===== src/hw/fcvt_pkg.sv =====
// num_lanes must be a multiple of num_pes; the rounding mode comes with each request (no CSR)
package fcvt_pkg;

    // Lane and processing-element geometry
    localparam int num_lanes   = 4;
    localparam int num_pes     = 2;
    localparam int num_batches = num_lanes / num_pes;
    localparam int batch_w     = (num_batches > 1) ? $clog2(num_batches) : 1;

    // Register stages inside one PE (unpack, round/pack)
    localparam int pe_depth = 2;

    // Width of the transaction tag that travels with a request
    localparam int tag_w = 4;

    // RISC-V rounding-mode encoding
    typedef enum logic [2:0] {
        rm_rne = 3'd0,
        rm_rtz = 3'd1,
        rm_rdn = 3'd2,
        rm_rup = 3'd3,
        rm_rmm = 3'd4
    } frm_e;

    typedef enum logic [1:0] {
        op_itof_s = 2'd0,
        op_itof_u = 2'd1,
        op_ftoi_s = 2'd2,
        op_ftoi_u = 2'd3
    } cvt_op_e;

    // Exception flags in fflags CSR order
    typedef struct packed {
        logic nv;
        logic dz;
        logic of;
        logic uf;
        logic nx;
    } fflags_t;

    typedef struct packed {
        cvt_op_e                    op;
        frm_e                       frm;
        logic [num_lanes-1:0]       mask;
        logic [tag_w-1:0]           tag;
        logic [num_lanes-1:0][31:0] data;
    } cvt_req_t;

    // One operand as it enters a PE
    typedef struct packed {
        cvt_op_e     op;
        frm_e        frm;
        logic [31:0] operand;
    } pe_in_t;

    // Stage 1 to stage 2; the value is mag * 2^(exp-31)
    typedef struct packed {
        logic               sign;
        logic [31:0]        mag;
        logic signed [8:0]  exp;
        logic               is_zero;
        logic               is_inf;
        logic               is_nan;
        cvt_op_e            op;
        frm_e               frm;
    } unp_t;

    typedef struct packed {
        logic [31:0] data;
        fflags_t     flags;
    } pe_out_t;

    typedef struct packed {
        logic [num_lanes-1:0]    mask;
        logic [tag_w-1:0]        tag;
        pe_out_t [num_lanes-1:0] lanes;
    } cvt_rsp_t;

endpackage


===== src/hw/fcvt_lane_serializer.sv =====
// Single response buffer; ready_in and pe_enable depend combinationally on ready_out
`timescale 1ns/1ps

module fcvt_lane_serializer (
    input  logic                                  clk,
    input  logic                                  arst_n,
    input  logic                                  valid_in,
    output logic                                  ready_in,
    input  fcvt_pkg::cvt_req_t                    req,
    output logic                                  pe_enable,
    output fcvt_pkg::pe_in_t [fcvt_pkg::num_pes-1:0]  pe_data_out,
    input  fcvt_pkg::pe_out_t [fcvt_pkg::num_pes-1:0] pe_data_in,
    output logic                                  valid_out,
    input  logic                                  ready_out,
    output fcvt_pkg::cvt_rsp_t                    rsp
);
    import fcvt_pkg::*;

    // Bookkeeping that rides alongside each batch in the PE pipeline
    typedef struct packed {
        logic [batch_w-1:0]   batch;
        logic [num_lanes-1:0] mask;
        logic [tag_w-1:0]     tag;
    } slot_meta_t;

    cvt_req_t                req_q;
    logic                    busy;
    logic [batch_w-1:0]      batch_cnt;
    logic                    issue_last;
    logic                    accept;
    logic                    stall;

    logic [pe_depth-1:0]     slot_vld;
    logic [pe_depth-1:0]     slot_last;
    slot_meta_t [pe_depth-1:0] slot_meta;
    slot_meta_t              meta_new;

    pe_out_t [num_lanes-1:0] collect_q;
    pe_out_t [num_lanes-1:0] collect_d;
    logic                    ret_vld;
    logic                    out_wr;
    logic                    out_vld;
    cvt_rsp_t                rsp_q;

    assign issue_last = (batch_cnt == batch_w'(num_batches - 1));
    assign stall      = out_vld && !ready_out;

    // A new request may replace the held one while its last batch is issued
    assign ready_in  = !stall && (!busy || issue_last);
    assign accept    = valid_in && ready_in;
    assign pe_enable = !stall && (busy || (|slot_vld));

    always_comb begin
        for (int p = 0; p < num_pes; p++) begin
            pe_data_out[p].op      = req_q.op;
            pe_data_out[p].frm     = req_q.frm;
            pe_data_out[p].operand = req_q.data[int'(batch_cnt) * num_pes + p];
        end
    end

    assign meta_new.batch = batch_cnt;
    assign meta_new.mask  = req_q.mask;
    assign meta_new.tag   = req_q.tag;

    always_ff @(posedge clk or negedge arst_n) begin
        if (!arst_n) begin
            busy      <= 1'b0;
            batch_cnt <= '0;
            slot_vld  <= '0;
            slot_last <= '0;
        end else begin
            if (pe_enable) begin
                slot_vld  <= {slot_vld[pe_depth-2:0], busy};
                slot_last <= {slot_last[pe_depth-2:0], issue_last};
                if (busy) begin
                    if (issue_last) begin
                        busy      <= 1'b0;
                        batch_cnt <= '0;
                    end else begin
                        batch_cnt <= batch_cnt + batch_w'(1);
                    end
                end
            end
            if (accept) begin
                busy      <= 1'b1;
                batch_cnt <= '0;
            end
        end
    end

    // The batch leaving the PEs this cycle is the oldest slot
    assign ret_vld = pe_enable && slot_vld[pe_depth-1];
    assign out_wr  = ret_vld && slot_last[pe_depth-1];

    always_comb begin
        collect_d = collect_q;
        for (int p = 0; p < num_pes; p++) begin
            collect_d[int'(slot_meta[pe_depth-1].batch) * num_pes + p] = pe_data_in[p];
        end
    end

    always_ff @(posedge clk) begin
        if (accept) begin
            req_q <= req;
        end
        if (pe_enable) begin
            slot_meta <= {slot_meta[pe_depth-2:0], meta_new};
        end
        if (ret_vld) begin
            collect_q <= collect_d;
        end
        // Last batch goes straight from the PEs into the response buffer
        if (out_wr) begin
            rsp_q.mask  <= slot_meta[pe_depth-1].mask;
            rsp_q.tag   <= slot_meta[pe_depth-1].tag;
            rsp_q.lanes <= collect_d;
        end
    end

    always_ff @(posedge clk or negedge arst_n) begin
        if (!arst_n) begin
            out_vld <= 1'b0;
        end else if (out_wr) begin
            out_vld <= 1'b1;
        end else if (ready_out) begin
            out_vld <= 1'b0;
        end
    end

    assign valid_out = out_vld;
    assign rsp       = rsp_q;

    // A blocked response freezes the batch counter and the PE pipeline together
    a_frozen_on_stall: assert property (@(posedge clk) disable iff (!arst_n)
        (out_vld && !ready_out) |=>
            ($stable(busy) && $stable(batch_cnt) && $stable(slot_vld)))
        else $error("PE pipeline advanced while the response buffer was blocked");

    a_rsp_held: assert property (@(posedge clk) disable iff (!arst_n)
        (out_vld && !ready_out) |=> (out_vld && $stable(rsp_q)))
        else $error("Response changed or dropped before it was consumed");

endmodule


===== src/hw/fcvt_unpack.sv =====
// Subnormal floats are passed through unnormalized with exponent -126; holds when enable is low
`timescale 1ns/1ps

module fcvt_unpack (
    input  logic             clk,
    input  logic             arst_n,
    input  logic             enable,
    input  fcvt_pkg::pe_in_t in,
    output fcvt_pkg::unp_t   out
);
    import fcvt_pkg::*;

    // Leading-zero count of a 32-bit word, 32 for zero
    function automatic logic [5:0] lzc32(input logic [31:0] v);
        logic [5:0] n;
        n = 6'd32;
        for (int i = 0; i < 32; i++) begin
            if (v[i]) begin
                n = 6'(31 - i);
            end
        end
        return n;
    endfunction

    logic        is_itof;
    logic        neg;
    logic [31:0] abs_val;
    logic [5:0]  lz;
    logic [7:0]  f_exp;
    logic [22:0] f_man;
    logic        f_sub;
    unp_t        unp_d;
    unp_t        unp_q;

    assign is_itof = (in.op == op_itof_s) || (in.op == op_itof_u);

    // Most negative int maps to 0x80000000, which is still the right magnitude
    assign neg     = (in.op == op_itof_s) && in.operand[31];
    assign abs_val = neg ? (~in.operand + 32'd1) : in.operand;
    assign lz      = lzc32(abs_val);

    assign f_exp = in.operand[30:23];
    assign f_man = in.operand[22:0];
    assign f_sub = (f_exp == 8'd0) && (f_man != 23'd0);

    always_comb begin
        unp_d.op  = in.op;
        unp_d.frm = in.frm;
        if (is_itof) begin
            unp_d.sign    = neg;
            unp_d.mag     = abs_val << lz;
            unp_d.exp     = 9'sd31 - $signed({3'b000, lz});
            unp_d.is_zero = (abs_val == 32'd0);
            unp_d.is_inf  = 1'b0;
            unp_d.is_nan  = 1'b0;
        end else begin
            unp_d.sign = in.operand[31];
            // Hidden bit lands on bit 31 so both paths share one alignment
            unp_d.mag  = {(f_exp != 8'd0), f_man, 8'd0};
            if (f_sub) begin
                unp_d.exp = -9'sd126;
            end else begin
                unp_d.exp = $signed({1'b0, f_exp}) - 9'sd127;
            end
            unp_d.is_zero = (f_exp == 8'd0) && (f_man == 23'd0);
            unp_d.is_inf  = (f_exp == 8'hff) && (f_man == 23'd0);
            unp_d.is_nan  = (f_exp == 8'hff) && (f_man != 23'd0);
        end
    end

    always_ff @(posedge clk or negedge arst_n) begin
        if (!arst_n) begin
            unp_q <= '0;
        end else if (enable) begin
            unp_q <= unp_d;
        end
    end

    assign out = unp_q;

    a_legal_frm: assert property (@(posedge clk) disable iff (!arst_n)
        enable |-> (in.frm inside {rm_rne, rm_rtz, rm_rdn, rm_rup, rm_rmm}))
        else $error("Illegal rounding mode issued to a PE");

endmodule


===== src/hw/fcvt_round_pack.sv =====
// Invalid conversions raise nv only; dz, of and uf are never set by these conversions
`timescale 1ns/1ps

module fcvt_round_pack (
    input  logic              clk,
    input  logic              arst_n,
    input  logic              enable,
    input  fcvt_pkg::unp_t    in,
    output fcvt_pkg::pe_out_t out
);
    import fcvt_pkg::*;

    // Round-increment decision from the kept LSB, guard and sticky bits
    function automatic logic round_up(input frm_e rm, input logic sign,
                                      input logic lsb, input logic g, input logic s);
        case (rm)
            rm_rne:  return g && (s || lsb);
            rm_rtz:  return 1'b0;
            rm_rdn:  return sign && (g || s);
            rm_rup:  return !sign && (g || s);
            rm_rmm:  return g;
            default: return 1'b0;
        endcase
    endfunction

    logic        is_itof;
    logic        signed_op;

    // Integer to float
    logic        if_g;
    logic        if_s;
    logic [24:0] if_mant;
    logic [8:0]  if_bexp;
    pe_out_t     if_res;

    // Float to integer
    logic [5:0]  sh;
    logic [31:0] int_p;
    logic [31:0] frac;
    logic        fi_g;
    logic        fi_s;
    logic        ovf_exp;
    logic [32:0] int_r;
    logic [31:0] sat_pos;
    logic [31:0] sat_neg;
    pe_out_t     fi_res;

    pe_out_t     res_q;

    assign is_itof   = (in.op == op_itof_s) || (in.op == op_itof_u);
    assign signed_op = (in.op == op_ftoi_s);

    assign if_g    = in.mag[7];
    assign if_s    = |in.mag[6:0];
    assign if_mant = {1'b0, in.mag[31:8]} +
                     25'(round_up(in.frm, in.sign, in.mag[8], if_g, if_s));
    // A carry out of the mantissa leaves the fraction bits at zero
    assign if_bexp = 9'(in.exp + 9'sd127) + {8'd0, if_mant[24]};

    always_comb begin
        if_res.flags    = '0;
        if_res.flags.nx = if_g || if_s;
        if (in.is_zero) begin
            if_res.data = 32'd0;
        end else begin
            if_res.data = {in.sign, if_bexp[7:0], if_mant[22:0]};
        end
    end

    assign sh = 6'(in.exp + 9'sd1);

    // Split mag * 2^(exp-31) into integer part and fraction
    always_comb begin
        int_p   = '0;
        frac    = '0;
        fi_g    = 1'b0;
        fi_s    = 1'b0;
        ovf_exp = 1'b0;
        if (in.exp > 9'sd31) begin
            ovf_exp = 1'b1;
        end else if (in.exp < -9'sd1) begin
            fi_s = |in.mag;
        end else begin
            {int_p, frac} = {32'd0, in.mag} << sh;
            fi_g = frac[31];
            fi_s = |frac[30:0];
        end
    end

    assign int_r   = {1'b0, int_p} + 33'(round_up(in.frm, in.sign, int_p[0], fi_g, fi_s));
    assign sat_pos = signed_op ? 32'h7fff_ffff : 32'hffff_ffff;
    assign sat_neg = signed_op ? 32'h8000_0000 : 32'h0000_0000;

    always_comb begin
        fi_res.flags = '0;
        fi_res.data  = '0;
        if (in.is_nan) begin
            fi_res.data     = sat_pos;
            fi_res.flags.nv = 1'b1;
        end else if (in.is_inf || ovf_exp) begin
            fi_res.data     = in.sign ? sat_neg : sat_pos;
            fi_res.flags.nv = 1'b1;
        end else if (signed_op) begin
            if (!in.sign && (int_r[32] || int_r[31])) begin
                fi_res.data     = sat_pos;
                fi_res.flags.nv = 1'b1;
            end else if (in.sign && (int_r[32] || (int_r[31] && (|int_r[30:0])))) begin
                fi_res.data     = sat_neg;
                fi_res.flags.nv = 1'b1;
            end else begin
                fi_res.data     = in.sign ? (~int_r[31:0] + 32'd1) : int_r[31:0];
                fi_res.flags.nx = fi_g || fi_s;
            end
        end else begin
            if (!in.sign && int_r[32]) begin
                fi_res.data     = sat_pos;
                fi_res.flags.nv = 1'b1;
            end else if (in.sign && (int_r != 33'd0)) begin
                fi_res.data     = 32'd0;
                fi_res.flags.nv = 1'b1;
            end else begin
                // Negative inputs that round to zero land here with only nx
                fi_res.data     = in.sign ? 32'd0 : int_r[31:0];
                fi_res.flags.nx = fi_g || fi_s;
            end
        end
    end

    always_ff @(posedge clk or negedge arst_n) begin
        if (!arst_n) begin
            res_q <= '0;
        end else if (enable) begin
            res_q <= is_itof ? if_res : fi_res;
        end
    end

    assign out = res_q;

endmodule


===== src/hw/fcvt_cvt.sv =====
// Responses leave in acceptance order; fflags merges only lanes set in the returned mask
`timescale 1ns/1ps

module fcvt_cvt (
    input  logic                                   clk,
    input  logic                                   arst_n,
    input  logic                                   valid_in,
    output logic                                   ready_in,
    input  fcvt_pkg::cvt_req_t                     req,
    output logic                                   valid_out,
    input  logic                                   ready_out,
    output logic [fcvt_pkg::num_lanes-1:0][31:0]   result,
    output fcvt_pkg::fflags_t                      fflags,
    output logic [fcvt_pkg::tag_w-1:0]             tag_out
);
    import fcvt_pkg::*;

    logic                  pe_enable;
    pe_in_t  [num_pes-1:0] pe_in;
    unp_t    [num_pes-1:0] pe_unp;
    pe_out_t [num_pes-1:0] pe_out;
    cvt_rsp_t              rsp;
    logic [4:0]            flag_acc;

    fcvt_lane_serializer serializer0 (
        .clk         (clk),
        .arst_n      (arst_n),
        .valid_in    (valid_in),
        .ready_in    (ready_in),
        .req         (req),
        .pe_enable   (pe_enable),
        .pe_data_out (pe_in),
        .pe_data_in  (pe_out),
        .valid_out   (valid_out),
        .ready_out   (ready_out),
        .rsp         (rsp)
    );

    for (genvar i = 0; i < num_pes; i++) begin : g_pe
        fcvt_unpack unpack0 (
            .clk    (clk),
            .arst_n (arst_n),
            .enable (pe_enable),
            .in     (pe_in[i]),
            .out    (pe_unp[i])
        );

        fcvt_round_pack round0 (
            .clk    (clk),
            .arst_n (arst_n),
            .enable (pe_enable),
            .in     (pe_unp[i]),
            .out    (pe_out[i])
        );
    end

    // Inactive lanes still carry flags from whatever operand they held
    always_comb begin
        flag_acc = '0;
        for (int i = 0; i < num_lanes; i++) begin
            result[i] = rsp.lanes[i].data;
            if (rsp.mask[i]) begin
                flag_acc = flag_acc | rsp.lanes[i].flags;
            end
        end
    end

    assign fflags  = fflags_t'(flag_acc);
    assign tag_out = rsp.tag;

endmodule


===== config.mk =====
export PLATFORM = sky130hd
export DESIGN_NAME = fcvt_cvt
export DESIGN_NICKNAME = d
export VERILOG_FILES = /design/src/hw/fcvt_pkg.sv /design/src/hw/fcvt_lane_serializer.sv /design/src/hw/fcvt_unpack.sv /design/src/hw/fcvt_round_pack.sv /design/src/hw/fcvt_cvt.sv
export SDC_FILE = /design/constraint.sdc
export NUM_CORES = 2
export LEC_CHECK = 0
export ABC_CLOCK_PERIOD_IN_PS = 7970
export BUFFER_PORTS_ARGS = -buffer_cell sky130_fd_sc_hd__buf_2
export CAP_MARGIN = 20
export CELL_PAD_IN_SITES_DETAIL_PLACEMENT = 0
export CELL_PAD_IN_SITES_GLOBAL_PLACEMENT = 1
export CORE_MARGIN = 2
export CORE_UTILIZATION = 49
export DETAILED_ROUTE_END_ITERATION = 7
export PLACE_DENSITY = 0.9
export RECOVER_POWER = 50
export SYNTH_ARGS = -nofsm -noshare
export SYNTH_HDL_FRONTEND = slang
export SYNTH_SLANG_ARGS = --single-unit
export TNS_END_PERCENT = 50

===== constraint.sdc =====
create_clock -name clk -period 7.97 [get_ports clk]
set_input_delay 0.3985 -clock clk [delete_from_list [all_inputs] [get_ports clk]]
set_output_delay 0.3985 -clock clk [all_outputs]
set_load 0.02 [all_outputs]

==> flow_summary.json <==
{
  "status": "complete, but fails checks",
  "violations": "max-capacitance violations, max-slew violations",
  "cts_tree": "built",
  "dieWidth_um": 308,
  "hold_path.class": "input pin to flop",
  "post_dp_cell_area_um2": 47400,
  "finalSetupViolations": 0,
  "gp_congestion": 1.01,
  "final-hold-violation-count": 0,
  "rrSetupSlack_ns": 0.38,
  "nNetsFinal": 4968,
  "area_delta_synth_final_pct": 12.6,
  "yosys.area_share.simple_pct": 16.1,
  "ios": 284,
  "dieArea_um2": 95000,
  "numCtsBuffers": 68,
  "hold_slack_ns": 0.110,
  "cp.required_ns": 8.47,
  "crit_path_max_incr_delay_ns": 0.70,
  "netlist_top_cells_area": "edfxtp_1 (31%), dfrtp_1 (9.4%), mux2_2 (6.7%)",
  "yosysWarnings": 0,
  "root_buffer": "clkbuf_16",
  "initial_core_util_pct": 49.5,
  "ant_nets": 0,
  "finalWirelength_um": 167000,
  "row_count": 111,
  "hold_path_end": "serializer0.slot_vld[1]",
  "clk_pin_slew_ns": 0.06,
  "rr_worst_depth": 22,
  "worstSetupPathType": "flop to flop",
  "synth_top_area_share_pct": 30.7,
  "synth_top_area_cell": "edfxtp_1",
  "clkLatencyLatePin_ns": 0.65,
  "crit_arrival_ns": 8.09,
  "insertedDiodeCount": 0,
  "synth_edf_count": 463,
  "maxCapViolations": 5,
  "synth-adder-area-share_pct": 0.607,
  "core_um2": 91700,
  "setup_tns_ns": 0,
  "finalWorstSetupSlack_ns": 0.379,
  "dr.pass1.iters": 6,
  "slew_viol_final": 313,
  "muxShareOfSynthArea_pct": 15.7,
  "drc": 0,
  "netlist_area_um2": 45400,
  "track_usage_pct": 34.3,
  "h-tree-depth": 3,
  "die_h_um": 308,
  "synth_nets": 4711,
  "startpoint_type": "flop",
  "reg2reg_from": "g_pe[0].unpack0.out[11]",
  "io_buffers": 283,
  "min-delay-start": "ready_out",
  "cts_num_sinks": 633,
  "cts_buffer_depth": 3,
  "max_slew_margin_pct": -190,
  "r2r-end": "g_pe[0].round0.out[8]",
  "drtIter0Drc": 4906,
  "pre_cts_ws_ns": 0.321,
  "grt_pass1_vias": 38200,
  "fin_area_um2": 51100,
  "synthCells": 4544,
  "synth-xor-area-share_pct": 4.57,
  "cp_max_fo": 17,
  "crit_chain": "clkinv_1, xnor2_4, buf_4, mux2i_1, nor4_1, a32oi_1, o21ai_0, a21oi_1, ha_1, ha_1, inv_1, a21oi_1, nand3_2, nor4_1, mux2_2, o21ai_0, nor4b_2, nand3_2, o311ai_2, nand2_1, buf_4, o311ai_0",
  "wire_per_inst_um": 27.7,
  "num_vias": 40300,
  "post-route-period-util_pct": 95.2,
  "grt_pass1_wl_um": 248000,
  "async_flop_share_pct": 26.9,
  "max_freq_mhz": 132,
  "layout_commonest_cell": "edfxtp_1",
  "ys.flop_type": "edfxtp_1",
  "gr-total-overflow": 0,
  "antenna_found_initial": 1,
  "max_slew.worst_pin.slew_ns": 4.35,
  "cp-end-kind": "flop",
  "rsz0062_at_grt": "false",
  "finClkSkew_ns": 0.0233,
  "crit_slowest_cell": "xnor2_4",
  "hpwl_um": 125000,
  "ys_ff_latch": 633,
  "hold_depth": 4,
  "mostFrequentLayoutCells": "edfxtp_1 (463), nand2_1 (358), nor2_1 (297), mux2i_1 (286), o21ai_0 (231)",
  "seq_area_frac_synth_pct": 40.0,
  "avgSynthCellArea_um2": 9.98,
  "drive_gt1_share_pct": 16.8,
  "synth_cell_types": 127,
  "grt_max_degree": 84,
  "fin_crit_ns": 7.59,
  "synth_top_family_by_area": "compound AO/OA/AOI/OAI gates",
  "viasPerCell": 6.68,
  "synth_compound_area_share_pct": 17.2
}
[area by class of cell]
type | instances | area [um^2]
fill | 7941 | 40600
multi-input combinational | 3413 | 24700
sequential | 633 | 18200
timing repair buffer | 618 | 4160
clock buffer | 80 | 1780
tap | 1186 | 1480
clock inverter | 43 | 559
inverter | 67 | 253
[kinds of logic (layout without fill, tap and decap cells)]
family,after synthesis,count (layout)
xor+xnor,227,227
buf+inv,498,808
flops,633,633
mux,613,613
simple gates,1420,1420
fa+ha+maj,22,22
compound gates,1131,1131
[metal layers]
layer  track usage (%)  vias up  wire length, um
li1                  -    17900                -
met1              48.0    19700            71800
met2              54.0     2339            75600
met3              4.82      386            13100
met4              13.0        0             6930
met5                 0        -                0
[what timing repair did]
item / 4_1_cts / 5_1_grt
endpoints found under the setup margin: 0 / 36
hold buffers: 142 / 0
resized for setup: 0 / 4
buffers inserted: 0 / 5
hold endpoints to repair: 209 / 0
[registers in the layout, summed over array words and instances, names as in the netlist, 5 cells and up]
name                     cells
serializer0.pe_data_out      5
serializer0.meta_new         8
g_pe.unpack0.out            95
serializer0.req_q          128
serializer0.rsp            156
g_pe.round0.out             68
serializer0.collect_q      148
serializer0.slot_meta       18
[worst max-delay path by stage]
| stage | startpoint | endpoint | slack [ns] | cells after the start |
|---|---|---|---|---|
| 5_1_grt | g_pe[0].unpack0.out[11] | g_pe[0].round0.out[22] | 0.02 | 22 |
| 4_1_cts | g_pe[1].unpack0.out[9] | g_pe[1].round0.out[31] | 0.28 | 25 |
| 6_report | g_pe[0].unpack0.out[11] | g_pe[0].round0.out[8] | 0.38 | 22 |
| 3_3_place_gp | g_pe[1].unpack0.out[9] | g_pe[1].round0.out[16] | 0.35 | 26 |
| 3_5_place_dp | g_pe[1].unpack0.out[9] | g_pe[1].round0.out[6] | 0.32 | 26 |
| 2_1_floorplan | g_pe[1].unpack0.out[8] | g_pe[1].round0.out[31] | 1.26 | 29 |
[synthesized netlist by cell type, drive strengths merged, types with 22 or more instances]
cell type and count:
nand4 51, mux2i 287, o211ai 59, mux2 275, o31ai 48, a31oi 67
nor2b 24, nor4 68, nor2 299, nand2 360, and2 46, and3 49
o21ai 245, a21o 24, clkbuf 180, ha 22, nand2b 36, o22ai 54
nor3 147, or2 30, xor2 87, o221ai 41, dfrtp 170, a21oi 212
a221oi 47, buf 251, o21a 25, mux4 51, a211oi 39, edfxtp 463
inv 63, or3 54, xnor2 140, nand3 142, a22oi 41
[metrics by stage]
stage | std cells | utilization (%)
2_1_floorplan | 4544 | -
3_3_place_gp | 5768 | 51.8
3_5_place_dp | 5768 | 51.8
4_1_cts | 6033 | 55.9
5_1_grt | 6040 | 55.7
6_report | 6040 | 55.7
[critical path: cells and delay by family (launching register included)]
family / cells / cell delay (ns)
compound gates: 7 / 1.98
xor+xnor: 1 / 0.70
fa+ha+maj: 2 / 0.49
buf+inv: 4 / 1.10
flops: 1 / 0.59
mux: 2 / 0.91
simple gates: 6 / 1.66
Power is not shown: default switching activity piles up to over one toggle a cycle in this logic, so the estimate is an artifact.
